[config.mk]
export PLATFORM = sky130hd
export DESIGN_NAME = dcache_hit_top
export DESIGN_NICKNAME = d
export VERILOG_FILES = /design/src/source/dcache_pkg.sv /design/src/source/dcache_hit_top.sv /design/src/source/dcache_miss_ctrl.sv /design/src/source/dcache_read_mux.sv /design/src/source/dcache_write_capture.sv
export SDC_FILE = /design/constraint.sdc
export NUM_CORES = 1
export LEC_CHECK = 0
export BUFFER_PORTS_ARGS = -buffer_cell sky130_fd_sc_hd__buf_2
export CORE_AREA = 2 2 226 228
export CTS_BUF_LIST = sky130_fd_sc_hd__clkbuf_4
export DETAILED_ROUTE_END_ITERATION = 8
export DIE_AREA = 0 0 228 230
export PLACE_DENSITY_LB_ADDON = 0.1
export SYNTH_ARGS = -nofsm -noshare
export SYNTH_HDL_FRONTEND = slang
export SYNTH_SLANG_ARGS = --single-unit
[constraint.sdc]
create_clock -name clk_i -period 6.9 [get_ports clk_i]
set_input_delay 0.69 -clock clk_i [delete_from_list [all_inputs] [get_ports clk_i]]
set_output_delay 0.69 -clock clk_i [all_outputs]
set_load 0.01 [all_outputs]
[src/source/dcache_pkg.sv]
`default_nettype none

package dcache_pkg;

  ////////////////////////////////////////////////////////////
  // Cache geometry
  ////////////////////////////////////////////////////////////

  // 32-bit core, 16-byte blocks, 2 ways, 32 sets
  localparam int XLEN          = 32;
  localparam int PLEN          = 32;
  localparam int WAYS          = 2;
  localparam int BLK_BITS      = 128;
  localparam int BLK_OFFS_BITS = 4;
  localparam int DAT_OFFS_BITS = 2;
  localparam int IDX_BITS      = 5;
  localparam int TAG_BITS      = PLEN - IDX_BITS - BLK_OFFS_BITS;

  // Vector types
  typedef logic [XLEN         -1:0] data_t;
  typedef logic [PLEN         -1:0] addr_t;
  typedef logic [XLEN/8       -1:0] be_t;
  typedef logic [BLK_BITS     -1:0] line_t;
  typedef logic [IDX_BITS     -1:0] idx_t;
  typedef logic [TAG_BITS     -1:0] tag_t;
  typedef logic [DAT_OFFS_BITS-1:0] offs_t;
  typedef logic [WAYS         -1:0] ways_t;

  ////////////////////////////////////////////////////////////
  // Grouped signals
  ////////////////////////////////////////////////////////////

  // Core request
  typedef struct packed {
    addr_t adr;
    logic  we;
    be_t   be;
    data_t d;
    logic  cacheable;
  } core_req_t;

  // Tag/data memory result for the presented address
  typedef struct packed {
    logic  hit;
    ways_t ways_hit;
    line_t line;
    logic  way_dirty;
    // Tag of the way picked for replacement
    tag_t  vtag;
  } lookup_t;

  // One pending store towards the data memory
  typedef struct packed {
    idx_t  idx;
    offs_t offs;
    data_t d;
    be_t   be;
    ways_t ways_hit;
  } wb_entry_t;

  // Dirty line waiting for write-back
  typedef struct packed {
    addr_t adr;
    line_t line;
  } evict_t;

  // Bus interface response
  typedef struct packed {
    data_t q;
    logic  ack;
    logic  stb_ack;
    logic  cmd_ack;
    logic  busy;
    addr_t adro;
    logic  nc_ack;
  } biu_rsp_t;

  // Bus interface command
  typedef enum logic [1:0] {
    NOP,
    READWAY,
    WRITEWAY
  } biucmd_e;

endpackage

`default_nettype wire

[src/source/dcache_hit_top.sv]
`timescale 1ns/1ps
`default_nettype none

module dcache_hit_top #(
  parameter  int INFLIGHT_DEPTH = 2,
  localparam int INFLIGHT_BITS  = $clog2(INFLIGHT_DEPTH+1)
)
(
  input  wire                        clk_i,
  input  wire                        rst_ni,

  // Core side
  input  wire                        req_i,
  input  wire                        wreq_i,
  input  wire                        flush_i,
  input  dcache_pkg::core_req_t      core_req_i,
  output logic                       stall_o,
  output logic                       ack_o,
  output dcache_pkg::data_t          q_o,

  // Status
  output logic                       armed_o,
  output logic                       filling_o,

  // Tag/data memories
  input  dcache_pkg::lookup_t        lookup_i,
  output dcache_pkg::idx_t           idx_o,
  output dcache_pkg::tag_t           core_tag_o,

  // Write buffer
  output logic                       wb_valid_o,
  output dcache_pkg::wb_entry_t      wb_entry_o,
  input  wire                        writebuffer_ack_i,

  // Evict buffer
  output dcache_pkg::evict_t         evict_o,

  // Bus interface
  input  dcache_pkg::biu_rsp_t       biu_rsp_i,
  input  wire [INFLIGHT_BITS   -1:0] inflight_cnt_i,
  output dcache_pkg::biucmd_e        biucmd_o,
  output logic                       biucmd_noncacheable_req_o
);

  // Read select hint from the FSM
  logic fill_pending;

  ////////////////////////////////////////////////////////////
  // Address slicing for the memory access
  ////////////////////////////////////////////////////////////

  // Set index sits right above the block offset
  assign idx_o = core_req_i.adr[dcache_pkg::BLK_OFFS_BITS +: dcache_pkg::IDX_BITS];

  // Tag is the upper part of the address
  assign core_tag_o = core_req_i.adr[dcache_pkg::PLEN-1 -: dcache_pkg::TAG_BITS];

  ////////////////////////////////////////////////////////////
  // Sub blocks
  ////////////////////////////////////////////////////////////

  // Memory FSM, stall/ack and bus commands
  dcache_miss_ctrl #(
    .INFLIGHT_DEPTH (INFLIGHT_DEPTH)
  ) u_miss_ctrl (
    .clk_i                     (clk_i),
    .rst_ni                    (rst_ni),
    .req_i                     (req_i),
    .flush_i                   (flush_i),
    .core_req_i                (core_req_i),
    .lookup_i                  (lookup_i),
    .biu_rsp_i                 (biu_rsp_i),
    .inflight_cnt_i            (inflight_cnt_i),
    .idx_i                     (idx_o),
    .stall_o                   (stall_o),
    .ack_o                     (ack_o),
    .armed_o                   (armed_o),
    .filling_o                 (filling_o),
    .fill_pending_o            (fill_pending),
    .biucmd_o                  (biucmd_o),
    .biucmd_noncacheable_req_o (biucmd_noncacheable_req_o),
    .evict_o                   (evict_o)
  );

  // Write hit capture
  dcache_write_capture u_write_capture (
    .clk_i             (clk_i),
    .rst_ni            (rst_ni),
    .wreq_i            (wreq_i),
    .flush_i           (flush_i),
    .core_req_i        (core_req_i),
    .lookup_i          (lookup_i),
    .writebuffer_ack_i (writebuffer_ack_i),
    .wb_valid_o        (wb_valid_o),
    .wb_entry_o        (wb_entry_o)
  );

  // Read data path
  dcache_read_mux u_read_mux (
    .clk_i          (clk_i),
    .core_req_i     (core_req_i),
    .lookup_i       (lookup_i),
    .biu_rsp_i      (biu_rsp_i),
    .fill_pending_i (fill_pending),
    .q_o            (q_o)
  );

endmodule

`default_nettype wire

[src/source/dcache_miss_ctrl.sv]
`timescale 1ns/1ps
`default_nettype none

module dcache_miss_ctrl #(
  parameter  int INFLIGHT_DEPTH = 2,
  localparam int INFLIGHT_BITS  = $clog2(INFLIGHT_DEPTH+1)
)
(
  input  wire                        clk_i,
  input  wire                        rst_ni,

  input  wire                        req_i,
  input  wire                        flush_i,
  input  dcache_pkg::core_req_t      core_req_i,
  input  dcache_pkg::lookup_t        lookup_i,
  input  dcache_pkg::biu_rsp_t       biu_rsp_i,
  input  wire [INFLIGHT_BITS   -1:0] inflight_cnt_i,
  input  dcache_pkg::idx_t           idx_i,

  output logic                       stall_o,
  output logic                       ack_o,
  output logic                       armed_o,
  output logic                       filling_o,
  output logic                       fill_pending_o,
  output dcache_pkg::biucmd_e        biucmd_o,
  output logic                       biucmd_noncacheable_req_o,
  output dcache_pkg::evict_t         evict_o
);

  // Lowest address bit above the byte lanes
  localparam int WORD_LSB = $clog2(dcache_pkg::XLEN/8);

  // Memory interface states
  typedef enum logic [2:0] {
    ST_ARMED,
    ST_NONCACHEABLE,
    ST_EVICT,
    ST_WAIT_FILL,
    ST_RECOVER
  } state_e;

  state_e state;

  logic biu_adr_match;
  logic cache_ack;
  logic biu_cacheable_ack;
  logic cacheable_miss;

  ////////////////////////////////////////////////////////////
  // Request decode
  ////////////////////////////////////////////////////////////

  // Returned bus word is the requested word
  assign biu_adr_match = biu_rsp_i.adro[dcache_pkg::PLEN-1:WORD_LSB] ==
                         core_req_i.adr[dcache_pkg::PLEN-1:WORD_LSB];

  // Plain hit, served from the line
  assign cache_ack = req_i & core_req_i.cacheable & lookup_i.hit & ~flush_i;

  // Hit, or the wanted word passing by on the bus
  assign biu_cacheable_ack = (req_i & biu_rsp_i.ack & biu_adr_match & ~flush_i) | cache_ack;

  assign cacheable_miss = req_i & core_req_i.cacheable & ~lookup_i.hit & ~flush_i;

  ////////////////////////////////////////////////////////////
  // Memory FSM
  ////////////////////////////////////////////////////////////

  always_ff @(posedge clk_i, negedge rst_ni)
  begin
    if (!rst_ni)
    begin
      state     <= ST_ARMED;
      armed_o   <= 1'b1;
      filling_o <= 1'b0;
      biucmd_o  <= dcache_pkg::NOP;
    end
    else
    begin
      unique case (state)
        ST_ARMED:
          if (req_i && !core_req_i.cacheable && !flush_i)
          begin
            state   <= ST_NONCACHEABLE;
            armed_o <= 1'b0;
          end
          else if (cacheable_miss && !biu_rsp_i.busy)
          begin
            // Dirty victim still fetches the new line first
            state     <= lookup_i.way_dirty ? ST_EVICT : ST_WAIT_FILL;
            biucmd_o  <= dcache_pkg::READWAY;
            armed_o   <= 1'b0;
            filling_o <= 1'b1;
          end
          else
          begin
            biucmd_o <= dcache_pkg::NOP;
          end

        ST_NONCACHEABLE:
          // Pipe flushed, last beat done, or cacheable request waiting
          if (flush_i ||
              (!req_i && inflight_cnt_i == INFLIGHT_BITS'(1) && biu_rsp_i.ack) ||
              (req_i && core_req_i.cacheable && biu_rsp_i.ack))
          begin
            state   <= ST_ARMED;
            armed_o <= 1'b1;
          end

        ST_EVICT:
          if (biu_rsp_i.cmd_ack)
          begin
            // Fill done, now write the old line back
            state     <= ST_RECOVER;
            biucmd_o  <= dcache_pkg::WRITEWAY;
            filling_o <= 1'b0;
          end

        ST_WAIT_FILL:
          if (biu_rsp_i.cmd_ack)
          begin
            state     <= ST_RECOVER;
            biucmd_o  <= dcache_pkg::NOP;
            filling_o <= 1'b0;
          end

        ST_RECOVER:
        begin
          // One cycle for the memories to present the new line
          state    <= ST_ARMED;
          biucmd_o <= dcache_pkg::NOP;
          armed_o  <= 1'b1;
        end

        default:
        begin
          state     <= ST_ARMED;
          armed_o   <= 1'b1;
          filling_o <= 1'b0;
          biucmd_o  <= dcache_pkg::NOP;
        end
      endcase
    end
  end

  // Read mux picks bus data while waiting for a fill
  assign fill_pending_o = (state == ST_WAIT_FILL);

  ////////////////////////////////////////////////////////////
  // Evict buffer
  ////////////////////////////////////////////////////////////

  // Victim line tracks the lookup until the FSM leaves armed
  always_ff @(posedge clk_i)
  begin
    if (state == ST_ARMED)
    begin
      evict_o.adr  <= {lookup_i.vtag, idx_i, {dcache_pkg::BLK_OFFS_BITS{1'b0}}};
      evict_o.line <= lookup_i.line;
    end
  end

  // Uncached request goes straight out while armed
  assign biucmd_noncacheable_req_o = (state == ST_ARMED) & req_i &
                                     ~core_req_i.cacheable & ~flush_i;

  ////////////////////////////////////////////////////////////
  // Stall and acknowledge
  ////////////////////////////////////////////////////////////

  always_comb
  begin
    unique case (state)
      ST_ARMED:
        stall_o = (req_i & ~core_req_i.cacheable & (~biu_rsp_i.stb_ack | biu_rsp_i.busy)) |
                  (req_i &  core_req_i.cacheable & ~lookup_i.hit);
      // Idle waits for beats, cacheable waits for the end of the transfer
      ST_NONCACHEABLE:
        stall_o = ~req_i ? |inflight_cnt_i
                         : (core_req_i.cacheable ? ~biu_rsp_i.ack : ~biu_rsp_i.stb_ack);
      ST_EVICT,
      ST_WAIT_FILL:
        stall_o = ~(biu_cacheable_ack | (req_i & lookup_i.hit));
      ST_RECOVER:
        stall_o = ~(req_i & lookup_i.hit);
      default:
        stall_o = 1'b0;
    endcase
  end

  always_ff @(posedge clk_i, negedge rst_ni)
  begin
    if (!rst_ni)
      ack_o <= 1'b0;
    else
    begin
      unique case (state)
        ST_ARMED:        ack_o <= cache_ack;
        ST_NONCACHEABLE: ack_o <= biu_rsp_i.nc_ack;
        ST_EVICT:        ack_o <= biu_cacheable_ack;
        ST_WAIT_FILL:    ack_o <= biu_cacheable_ack;
        ST_RECOVER:      ack_o <= cache_ack;
        default:         ack_o <= 1'b0;
      endcase
    end
  end

  // Write-back only after the fill, never during it
  a_no_writeway_in_fill: assert property (
    @(posedge clk_i) disable iff (!rst_ni)
    state == ST_WAIT_FILL |-> biucmd_o != dcache_pkg::WRITEWAY
  );

  // Fill flag matches the line transfer states
  a_filling_states: assert property (
    @(posedge clk_i) disable iff (!rst_ni)
    filling_o |-> state inside {ST_EVICT, ST_WAIT_FILL}
  );

endmodule

`default_nettype wire

[src/source/dcache_read_mux.sv]
`timescale 1ns/1ps
`default_nettype none

module dcache_read_mux (
  input  wire                   clk_i,

  input  dcache_pkg::core_req_t core_req_i,
  input  dcache_pkg::lookup_t   lookup_i,
  input  dcache_pkg::biu_rsp_t  biu_rsp_i,
  input  wire                   fill_pending_i,

  output dcache_pkg::data_t     q_o
);

  dcache_pkg::offs_t dat_offset;
  dcache_pkg::line_t line_shifted;
  dcache_pkg::data_t cache_q;
  logic              use_cache;

  ////////////////////////////////////////////////////////////
  // Word select from the line
  ////////////////////////////////////////////////////////////

  // Word position inside the block
  assign dat_offset = core_req_i.adr[dcache_pkg::BLK_OFFS_BITS-1 -: dcache_pkg::DAT_OFFS_BITS];

  // Move the addressed word down to bit 0
  assign line_shifted = lookup_i.line >> (dat_offset * dcache_pkg::XLEN);

  // Low word is the one asked for
  assign cache_q = line_shifted[dcache_pkg::XLEN-1:0];

  ////////////////////////////////////////////////////////////
  // Source select
  ////////////////////////////////////////////////////////////

  // During a fill the line only counts when it hits,
  // otherwise the word comes from the bus beat;
  // outside a fill uncached data always comes from the bus
  always_comb
  begin
    if (fill_pending_i)
      use_cache = lookup_i.hit;
    else
      use_cache = core_req_i.cacheable;
  end

  // Registered read data, lines up with ack
  always_ff @(posedge clk_i)
  begin
    if (use_cache)
      q_o <= cache_q;
    else
      q_o <= biu_rsp_i.q;
  end

endmodule

`default_nettype wire

[src/source/dcache_write_capture.sv]
`timescale 1ns/1ps
`default_nettype none

module dcache_write_capture (
  input  wire                   clk_i,
  input  wire                   rst_ni,

  input  wire                   wreq_i,
  input  wire                   flush_i,
  input  dcache_pkg::core_req_t core_req_i,
  input  dcache_pkg::lookup_t   lookup_i,
  input  wire                   writebuffer_ack_i,

  output logic                  wb_valid_o,
  output dcache_pkg::wb_entry_t wb_entry_o
);

  logic wr_hit;
  logic load;

  // Cacheable store that hits in one of the ways
  assign wr_hit = wreq_i & core_req_i.we & core_req_i.cacheable & lookup_i.hit;

  // Slot is free, or being freed this cycle
  assign load = wr_hit & ~flush_i & (~wb_valid_o | writebuffer_ack_i);

  ////////////////////////////////////////////////////////////
  // Valid flag
  ////////////////////////////////////////////////////////////

  always_ff @(posedge clk_i, negedge rst_ni)
  begin
    if (!rst_ni)
      wb_valid_o <= 1'b0;
    else if (flush_i)
      wb_valid_o <= 1'b0;
    else if (load)
      wb_valid_o <= 1'b1;
    else if (writebuffer_ack_i)
      wb_valid_o <= 1'b0;
  end

  // Entry payload
  always_ff @(posedge clk_i)
  begin
    if (load)
    begin
      wb_entry_o.idx      <= core_req_i.adr[dcache_pkg::BLK_OFFS_BITS +: dcache_pkg::IDX_BITS];
      wb_entry_o.offs     <= core_req_i.adr[dcache_pkg::BLK_OFFS_BITS-1 -:
                                            dcache_pkg::DAT_OFFS_BITS];
      wb_entry_o.d        <= core_req_i.d;
      wb_entry_o.be       <= core_req_i.be;
      wb_entry_o.ways_hit <= lookup_i.ways_hit;
    end
  end

  // Data memory sees a steady entry until it acknowledges
  a_entry_stable: assert property (
    @(posedge clk_i) disable iff (!rst_ni)
    wb_valid_o && !writebuffer_ack_i |=> $stable(wb_entry_o)
  );

endmodule

`default_nettype wire

Yosys cells after proc, flatten, opt, wreduce, memory -nomap -nowiden
Index checks and enable logic that the tools add are counted.

word-level totals
  register bits after elaboration = 242
  input port bits = 302
  output and inout bits = 273
  logic and storage cells = 114

operators by class
  equal/unequal tests = 13
  shift operators = 1
  muxes and demuxes = 28
  bitwise gates (word level) = 35
  reduce and logical (&&, ||, !) cells = 23

operators by type and width
  kind                count
  $shr 128x7->32      1
  $mux 32             1
  $eq 30x30->1        1
  $and 1x1->1         19
  $mux 1              14
  $mux 3              4
  $not 1->1           11
  $pmux 1 s3          3
  $pmux 3 s3          1
  $pmux 2 s4          1
  $reduce_and 4->1    2
  $reduce_or 2->1     4
  $logic_and 1x1->1   7
  $eq 3x2->1 const B  2
  $mux 2              3
  $ne 2x1->1 const B  3
  $ne 2x2->1 const B  3
  $reduce_and 3->1    2
  $or 1x1->1          5
  $logic_not 1->1     4
  $pmux 1 s4          1
  $eq 3x1->1 const B  1
  $eq 3x3->1 const B  1
  $logic_not 3->1     1
  4 further kinds     5

Logic depth before layout (Yosys ltp)
Gate-level depths: netlist (run 1).

  word-level depth = 7
  depth in mapped cells = 7
  depth with buffers taken out = 6

Cells and area by module
Synthesis (run 1) repeated with hierarchy kept, for this count alone.

unflattened totals
  cell total of the unflattened synthesis = 459
  area, all modules = 9,066.2 um2

by module, submodules not included
  module                instances  cells an instance  area each (um2)  sequential area each (um2)
  dcache_miss_ctrl      1          274                5,639.2          4,885.9
  dcache_read_mux       1          107                1,810.5          640.6
  dcache_write_capture  1          50                 1,406.3          1,376.3
  dcache_hit_top        1          28                 210.2            0.0

Worst setup path after synthesis (run 1)
No wires, ideal clock.

  kind = input to register
  start point = input wreq_i
  end point = register, netlist name u_write_capture.wb_entry_o[0]
  setup time = 513 ps
  arrival = 4,136 ps
  required time = 6,387 ps
  setup slack = 2,251 ps
  cell stages on the path = 2
  path buffers = 0
  cells stage by stage = nand4_1 > nor3b_1

on the way
  cells in the longest elaborated chain, start to end = 5

RTL lines
  item                       line                        text
  from (decl)                dcache_hit_top.sv:14        input wire wreq_i,
  $and 1x1->1 (3 in series)  dcache_write_capture.sv:22  assign wr_hit = wreq_i & core_req_i.we & core_req_i.cacheable & lookup_i.hit;
  $and 1x1->1 (2 in series)  dcache_write_capture.sv:25  assign load = wr_hit & ~flush_i & (~wb_valid_o | writebuffer_ack_i);
  via u_write_capture.load   dcache_write_capture.sv:19  logic load;

The timed path passes the listed nets, and every way through them passes these cells.
A chain may end at the register's enable or synchronous reset.

Final worst setup path (run 1)
  start point = input core_req_i[41] in the netlist's numbering
  end point = output stall_o

on the way
  cells in the longest elaborated chain, start to end = 7

RTL lines
  item                       line                     text
  from (decl)                dcache_hit_top.sv:16     input dcache_pkg::core_req_t core_req_i,
  $eq 30x30->1               dcache_miss_ctrl.sv:54   assign biu_adr_match = biu_rsp_i.adro[dcache_pkg::PLEN-1:WORD_LSB] ==
  $and 1x1->1 (2 in series)  dcache_miss_ctrl.sv:61   assign biu_cacheable_ack = (req_i & biu_rsp_i.ack & biu_adr_match & ~flush_i) | cache_ack;
  $or 1x1->1                 dcache_miss_ctrl.sv:61
  $or 1x1->1                 dcache_miss_ctrl.sv:183  stall_o = ~(biu_cacheable_ack | (req_i & lookup_i.hit));
  $not 1->1                  dcache_miss_ctrl.sv:183
  $pmux 1 s4                 dcache_miss_ctrl.sv:173  unique case (state)
  to (decl)                  dcache_hit_top.sv:17     output logic stall_o,

Every way passes these cells.

==> metrics.cfg, run 1 <==
[critical_path]
reg2reg_depth = 3
crit_fanout = 34
r2r-start = u_miss_ctrl.state[2]$_DFFE_PN0P_
required_ps = 6210
end_kind = output port
crit_arrival_ps = 2980
critPathKind = in2out
crit_path_start_kind = primary input
critPathLaunch = core_req_i[41]

[die]
rows = 82
dieArea_um2 = 52440
initial_core_util_pct = 18.14
dieWidth_um = 228
core_um2 = 49860
die_h_um = 230
top_level_ports = 575

[layout]
multi_input_area_um2 = 1788
fin_util_pct = 30.07
fill_cells = 5241
syn2layout_area_growth_pct = 65.70
final-seq-area_um2 = 6903
drive_gt1_share_pct = 59.73
nets = 1512

[sta]
drv_slew = 0
tns_ps = 0
fmax_mhz = 272.4
finalSetupViolCount = 0
fin_crit_sh_pct = 53.19
hold_viol = 0
worst_pin_slew_ps = 986.6
maxSlewHeadroom_pct = 34.23
period_minus_slack_ps = 3670
finClkSkew_ps = 48.50
setup_slack_ps = 3230
grt_setup_unrepaired = no

[route]
wl_per_cell_um = 18.24
drc = 0
dr.first_iter.drc_count = 285
dr_wl_met3_um = 2643
routed_via_density = 3.690
wirelength_um = 35600
highest_layer = met4
ant_nets = 0
wl_met2_um = 17770
vias = 7203
drt_first_pass_iters = 4
wl_met1_um = 13910

[min_path]
hp-class = in2reg
whs_path_depth = 1
hp-start = lookup_i[33]

[global_route]
overflow = 0
antenna_found_initial = 3
grt_max_degree = 87
grt_use_total_pct = 13.24
grt_pass1_vias = 7696
grt_pass1_wl_um = 50950

[clock_tree]
cts-root-buf = clkbuf_4
clk_latency_ps = 760
clkSinkCount = 242
cts_buffer_depth = 3
cts_tree = done
htreeDepth = 3
cts_buffers = 78
clk_pin_slew_ps = 60

[pwr]
power.switching_uw = 1602
p_clk_share_pct = 31.0
p_seq_share_pct = 43.6
swShare_pct = 31.56
ir_drop_uv = 183.2
power_uw = 5077
pwr-share-comb_pct = 25.4
cell_internal_pwr_uw = 3474
power.density_nw_per_um2 = 338.6
p_leak_uw = 0.006394

[logic_synthesis]
ys_warn_count = 0
yosysSeqAreaShare_pct = 76.30
ys_ff_latch = 242
synthTopCellsByCount = edfxtp_1 (201), buf_4 (33), dfxtp_1 (32), mux4_2 (32), xnor2_1 (20)
synth-main-ff-cell = edfxtp_1
synth_edf_count = 201
yosysMostFrequentCell = edfxtp_1
netlist_instances = 455
async_reset_ff_share_pct = 3.719
syn_area_um2 = 9047
ys_types = 44
ys_top_cells_by_area = edfxtp_1 (67%), mux4_2 (8.0%), dfxtp_1 (7.1%)
synth_top_area_cell = edfxtp_1
synth_top_area_share_pct = 66.71
syn_avg_cell_area_um2 = 19.88

[placed_design]
post-place-ws_ps = 3169
hpwl_um = 26430
gp_congestion = 0.8159
port_buffers = 566

[status]
outcome = complete, no violations

[flow_run]
drv_cap = 0

[worst paths after layout]
path | end | slack [ps]
max | stall_o | 3230
min | u_miss_ctrl.evict_o[9]$_DFFE_PP_ | 120
max reg2reg | u_miss_ctrl.evict_o[136]$_DFFE_PP_ | 3870
min reg2reg | u_miss_ctrl.filling_o$_DFFE_PN0P_ | 520
max in group asynchronous | u_miss_ctrl.armed_o$_DFFE_PN1P_ | 6330
min in group asynchronous | u_miss_ctrl.biucmd_o[0]$_DFFE_PN0P_ | 320
[stage by stage]
| stage | cells | area (um^2) | hold slack, ps |
|---|---|---|---|
| final | 1952 | 14990 | 117.7 |
| after global routing | 1950 | 14990 | -11.28 |
| after CTS | 1946 | 14980 | 0.6124 |
| after detailed placement | 1653 | 12420 | 503.4 |
| after global placement | 1653 | 12420 | 492.1 |
| after floorplan | 458 | 9059 | 394.4 |
[what timing repair did]
action / in CTS / in global routing
resized for setup: 0 / 0
buffers inserted: 0 / 0
endpoints found under the hold margin: 157 / 0
hold buffers: 149 / 0
[cell usage in the layout (no fill, tap or decap), types with 3 or more instances in the layout]
master,Yosys,final
buf_2,3,565
edfxtp_1,201,201
dlygate4sd3_1,0,149
clkbuf_4,0,122
mux4_2,32,32
dfxtp_1,32,32
xnor2_1,20,20
mux2_2,17,17
mux2_1,15,15
clkinv_1,0,14
xor2_1,10,10
nand2_1,9,9
a21oi_1,9,9
dfrtp_1,8,8
nor2_1,7,7
diode_2,0,6
nand4_1,6,6
nand3_1,5,5
buf_4,33,5
nor4_1,4,4
conb_1,1,4
inv_2,2,3
o21ai_0,3,3
clkinvlp_4,0,3
[state kept, by name (all words and copies together), names as in the netlist]
register,cells
u_miss_ctrl.biucmd_o,2
u_miss_ctrl.filling_o,1
u_miss_ctrl.armed_o,1
u_miss_ctrl.state,3
u_miss_ctrl.evict_o,156
u_miss_ctrl.ack_o,1
u_read_mux.q_o,32
u_write_capture.wb_entry_o,45
u_write_capture.wb_valid_o,1
[routing by layer]
layer / up-vias / track usage (%)
met1: 3463 / 14.92
li1: 3321 / -
met3: 83 / 4.836
met5: - / 0
met4: 0 / 6.189
met2: 336 / 22.30
[cells by family (layout without fill, tap and decap cells)]
kind of cell              count (synthesis)  in the layout  share of synthesized area (%)
DFF                                     242            242                          76.30
other                                     1             10                        0.04145
xor gates and xnor gates                 30             30                          2.904
and+or+nand+nor                          44             44                          2.752
buffers and inverters                    51            867                          4.121
AOI/OAI and AO/OA                        21             21                          1.521
muxes                                    66             66                          12.36
[cell type report]
cell class                      count  area share, %
Sequential cell                   242          46.04
Timing Repair Buffer              719          29.06
Multi-Input combinational cell    165          11.93
Clock buffer                      122          6.109
Tap cell                          672          5.608
Clock inverter                     22          1.018
Inverter                            4         0.1335
Antenna cell                        6         0.1002
[critical path, cell delays in order]
cell	delay, ps
buf_2	80
buf_4	490
xnor2_1	190
nand4_1	170
nor4_1	550
nand4_1	320
a211o_1	340
buf_2	140
[power by group through the flow]
stage                     registers, uW  logic [uW]  clock network, uW
after floorplan                    2480         376                  0
after global placement             2250        1280                  0
after detailed placement           2250        1270                  0
after CTS                          2220        1340               1650
after global routing               2250        1390               1740
final                              2210        1290               1570
Note: power is estimated with default switching activity, not from simulation.
==> inputs of run 2 (changes only) <==
--- a/config.mk
+++ b/config.mk
@@ -5,11 +5,12 @@
 export SDC_FILE = /design/constraint.sdc
 export NUM_CORES = 1
 export LEC_CHECK = 0
+export ABC_AREA = 1
 export BUFFER_PORTS_ARGS = -buffer_cell sky130_fd_sc_hd__buf_2
-export CORE_AREA = 2 2 226 228
+export CORE_AREA = 2 2 222 224
 export CTS_BUF_LIST = sky130_fd_sc_hd__clkbuf_4
 export DETAILED_ROUTE_END_ITERATION = 8
-export DIE_AREA = 0 0 228 230
+export DIE_AREA = 0 0 224 226
 export PLACE_DENSITY_LB_ADDON = 0.1
 export SYNTH_ARGS = -nofsm -noshare
 export SYNTH_HDL_FRONTEND = slang
==> constraint.sdc (replaced) <==
create_clock -name clk_i -period 3.73 [get_ports clk_i]
set_input_delay 0.373 -clock clk_i [delete_from_list [all_inputs] [get_ports clk_i]]
set_output_delay 0.373 -clock clk_i [all_outputs]
set_load 0.01 [all_outputs]
==> metrics.cfg, run 2 <==
[status]
outcome = complete, no violations

[logic_synthesis]
ys_types = 32
synth_top_area_cell = edfxtp_1
yosysSeqAreaShare_pct = 74.95
synthTopCellsByCount = edfxtp_1 (201), nor2_1 (184), o21ai_0 (63)
ys_ff_latch = 242
synth_top_family_by_area = simple AND/OR/NAND/NOR gates
synth-adder-area-share_pct = 0
synth_edf_count = 201
synth_compound_area_share_pct = 6.725
yosys.area_share.simple_pct = 10.90
synth_xor_area_share_pct = 2.092
synth_top_area_share_pct = 65.53
syn_avg_cell_area_um2 = 12.81
ys_warn_count = 0
synth-main-ff-cell = edfxtp_1
netlist_instances = 719
ys_top_cells_by_area = edfxtp_1 (66%), nor2_1 (7.5%), dfxtp_1 (7.0%)
yosysMostFrequentCell = edfxtp_1
syn_area_um2 = 9210
synthMuxAreaShare_pct = 0
async_reset_ff_share_pct = 3.719

[clock_tree]
cts_buffers = 75
cts_hold_buf = 236
cts_buffer_depth = 3
htreeDepth = 3
clk_latency_ps = 780
cts-root-buf = clkbuf_4
clk_pin_slew_ps = 60
cts_tree = done
post-cts-setup-buffers = 0
clkSinkCount = 242
cts-resized-gates = 0

[global_route]
grt.busiest_layer = met2
overflow = 0
grt_use_total_pct = 14.59
grt.met1_usage_pct = 16.40
met3_usage_pct = 5.152
antenna_found_initial = 5
grt_max_degree = 46
grt_pass1_wl_um = 54580
grt_pass1_vias = 9087
grt_use_met2_pct = 25.25

[layout]
syn2layout_area_growth_pct = 72.84
largest_reg_flops = 156
fin_util_pct = 32.93
final_common_cell = buf_2
final_cell_mix = buf_2 (565), dlygate4sd3_1 (236), edfxtp_1 (201)
top_regs = u_miss_ctrl.evict_o x156, u_write_capture.wb_entry_o x45, u_read_mux.q_o x32
post_layout_nonfiller_instances = 2239
nets = 1855
regMostFlops = u_miss_ctrl.evict_o
drive_gt1_share_pct = 43.86

[placed_design]
hpwl_um = 27700
port_buffers = 566
gp_congestion = 0.7844
dp.cells = 1862

[pwr]
p_leak_uw = 0.006980
ir_drop_uv = 276.2
power.density_nw_per_um2 = 612.6

[sta]
fin_crit_sh_pct = 64.80
finClkSkew_ps = 51.16
fmax_mhz = 413.7
hold_viol = 0
finalSetupViolCount = 0
tns_ps = 0
grt_setup_unrepaired = no
maxSlewHeadroom_pct = 30.12
period_minus_slack_ps = 2417
drv_slew = 0
worst_pin_slew_ps = 1044
holdWs_ps = 120.9

[die]
top_level_ports = 575
initial_core_util_pct = 19.05
dieWidth_um = 224
rows = 81
die_h_um = 226
dieArea_um2 = 50620
core_um2 = 48340

[route]
ant_nets = 0
drt_first_pass_iters = 4
drc = 0
vias = 8635
wl_per_cell_um = 17.08
wirelength_um = 38240
routed_via_density = 3.857
dr.first_iter.drc_count = 310

[critical_path]
reg2reg_depth = 7
regToRegSetupSlack_ps = 1410
critPathKind = reg2out
required_ps = 3360
crit_path_start_kind = flip-flop
crit_fanout = 5
crit_arrival_ps = 2040
r2r-end = u_read_mux.q_o[1]$_DFF_P_
r2r-start = u_miss_ctrl.state[2]$_DFFE_PN0P_
end_kind = output port

[min_path]
hp-class = in2reg
hold_end = u_miss_ctrl.armed_o$_DFFE_PN1P_
hp-start = inflight_cnt_i[1]
whs_path_depth = 6

[flow_run]
drv_cap = 0

## run 2: metrics by stage
stage	setup WS (ps)	power, uW	cell area [um^2]
floorplan	119.2	5581	9230
detailed placement	1294	7023	12590
finish	1313	9752	15920
global placement	1389	7023	12590
global route	1086	10370	15920
CTS	1174	9991	15910
## run 2: cell type report
cell class                      instances  area (um^2)
Multi-Input combinational cell        392         1842
Fill cell                            5102        32420
Tap cell                              622        778.2
Clock buffer                          109        818.3
Antenna cell                            5        12.51
Sequential cell                       242         6903
Clock inverter                         27        135.1
Inverter                               29        112.6
Timing Repair Buffer                  813         5318
## run 2: worst max path at each step
stage          cells past startpoint                              from                          endpoint
6_report                           6  u_miss_ctrl.state[0]$_DFFE_PN0P_                           stall_o
5_1_grt                            6  u_miss_ctrl.state[0]$_DFFE_PN0P_                           stall_o
4_1_cts                            6  u_miss_ctrl.state[0]$_DFFE_PN0P_                           stall_o
3_5_place_dp                       8  u_miss_ctrl.state[1]$_DFFE_PN0P_        u_read_mux.q_o[19]$_DFF_P_
3_3_place_gp                       8  u_miss_ctrl.state[1]$_DFFE_PN0P_         u_read_mux.q_o[9]$_DFF_P_
2_1_floorplan                      8  u_miss_ctrl.state[2]$_DFFE_PN0P_  u_miss_ctrl.state[1]$_DFFE_PN0P_
## run 2: logic make-up (layout without fill, tap and decap cells)
logic type / count (synthesis) / in the layout
and+or+nand+nor: 255 / 255
DFF: 242 / 242
AOI/OAI and AO/OA: 111 / 111
buffers and inverters: 88 / 978
xor gates and xnor gates: 22 / 22
other: 1 / 9
## run 2: worst max-delay path: stages (launching register included)
cell and delay, ps:
dfrtp_1 400, nor2_1 220, nand2_1 220, nor2_1 140, a31oi_1 50, nand3_1 90, buf_2 140
## run 2: power breakdown
part / switching (uW) / internal, uW / total, uW
combinational: 1820 / 1050 / 2870
sequential: 195 / 4030 / 4220
clock: 1250 / 1410 / 2660
## run 2: routing by layer
metal  vias to the layer above  part of all wire, %
met1                      4025                   40
li1                       4213                    -
met2                       327                   50
met4                         4                  2.3
met3                        66                  7.2
met5                         -                0.068
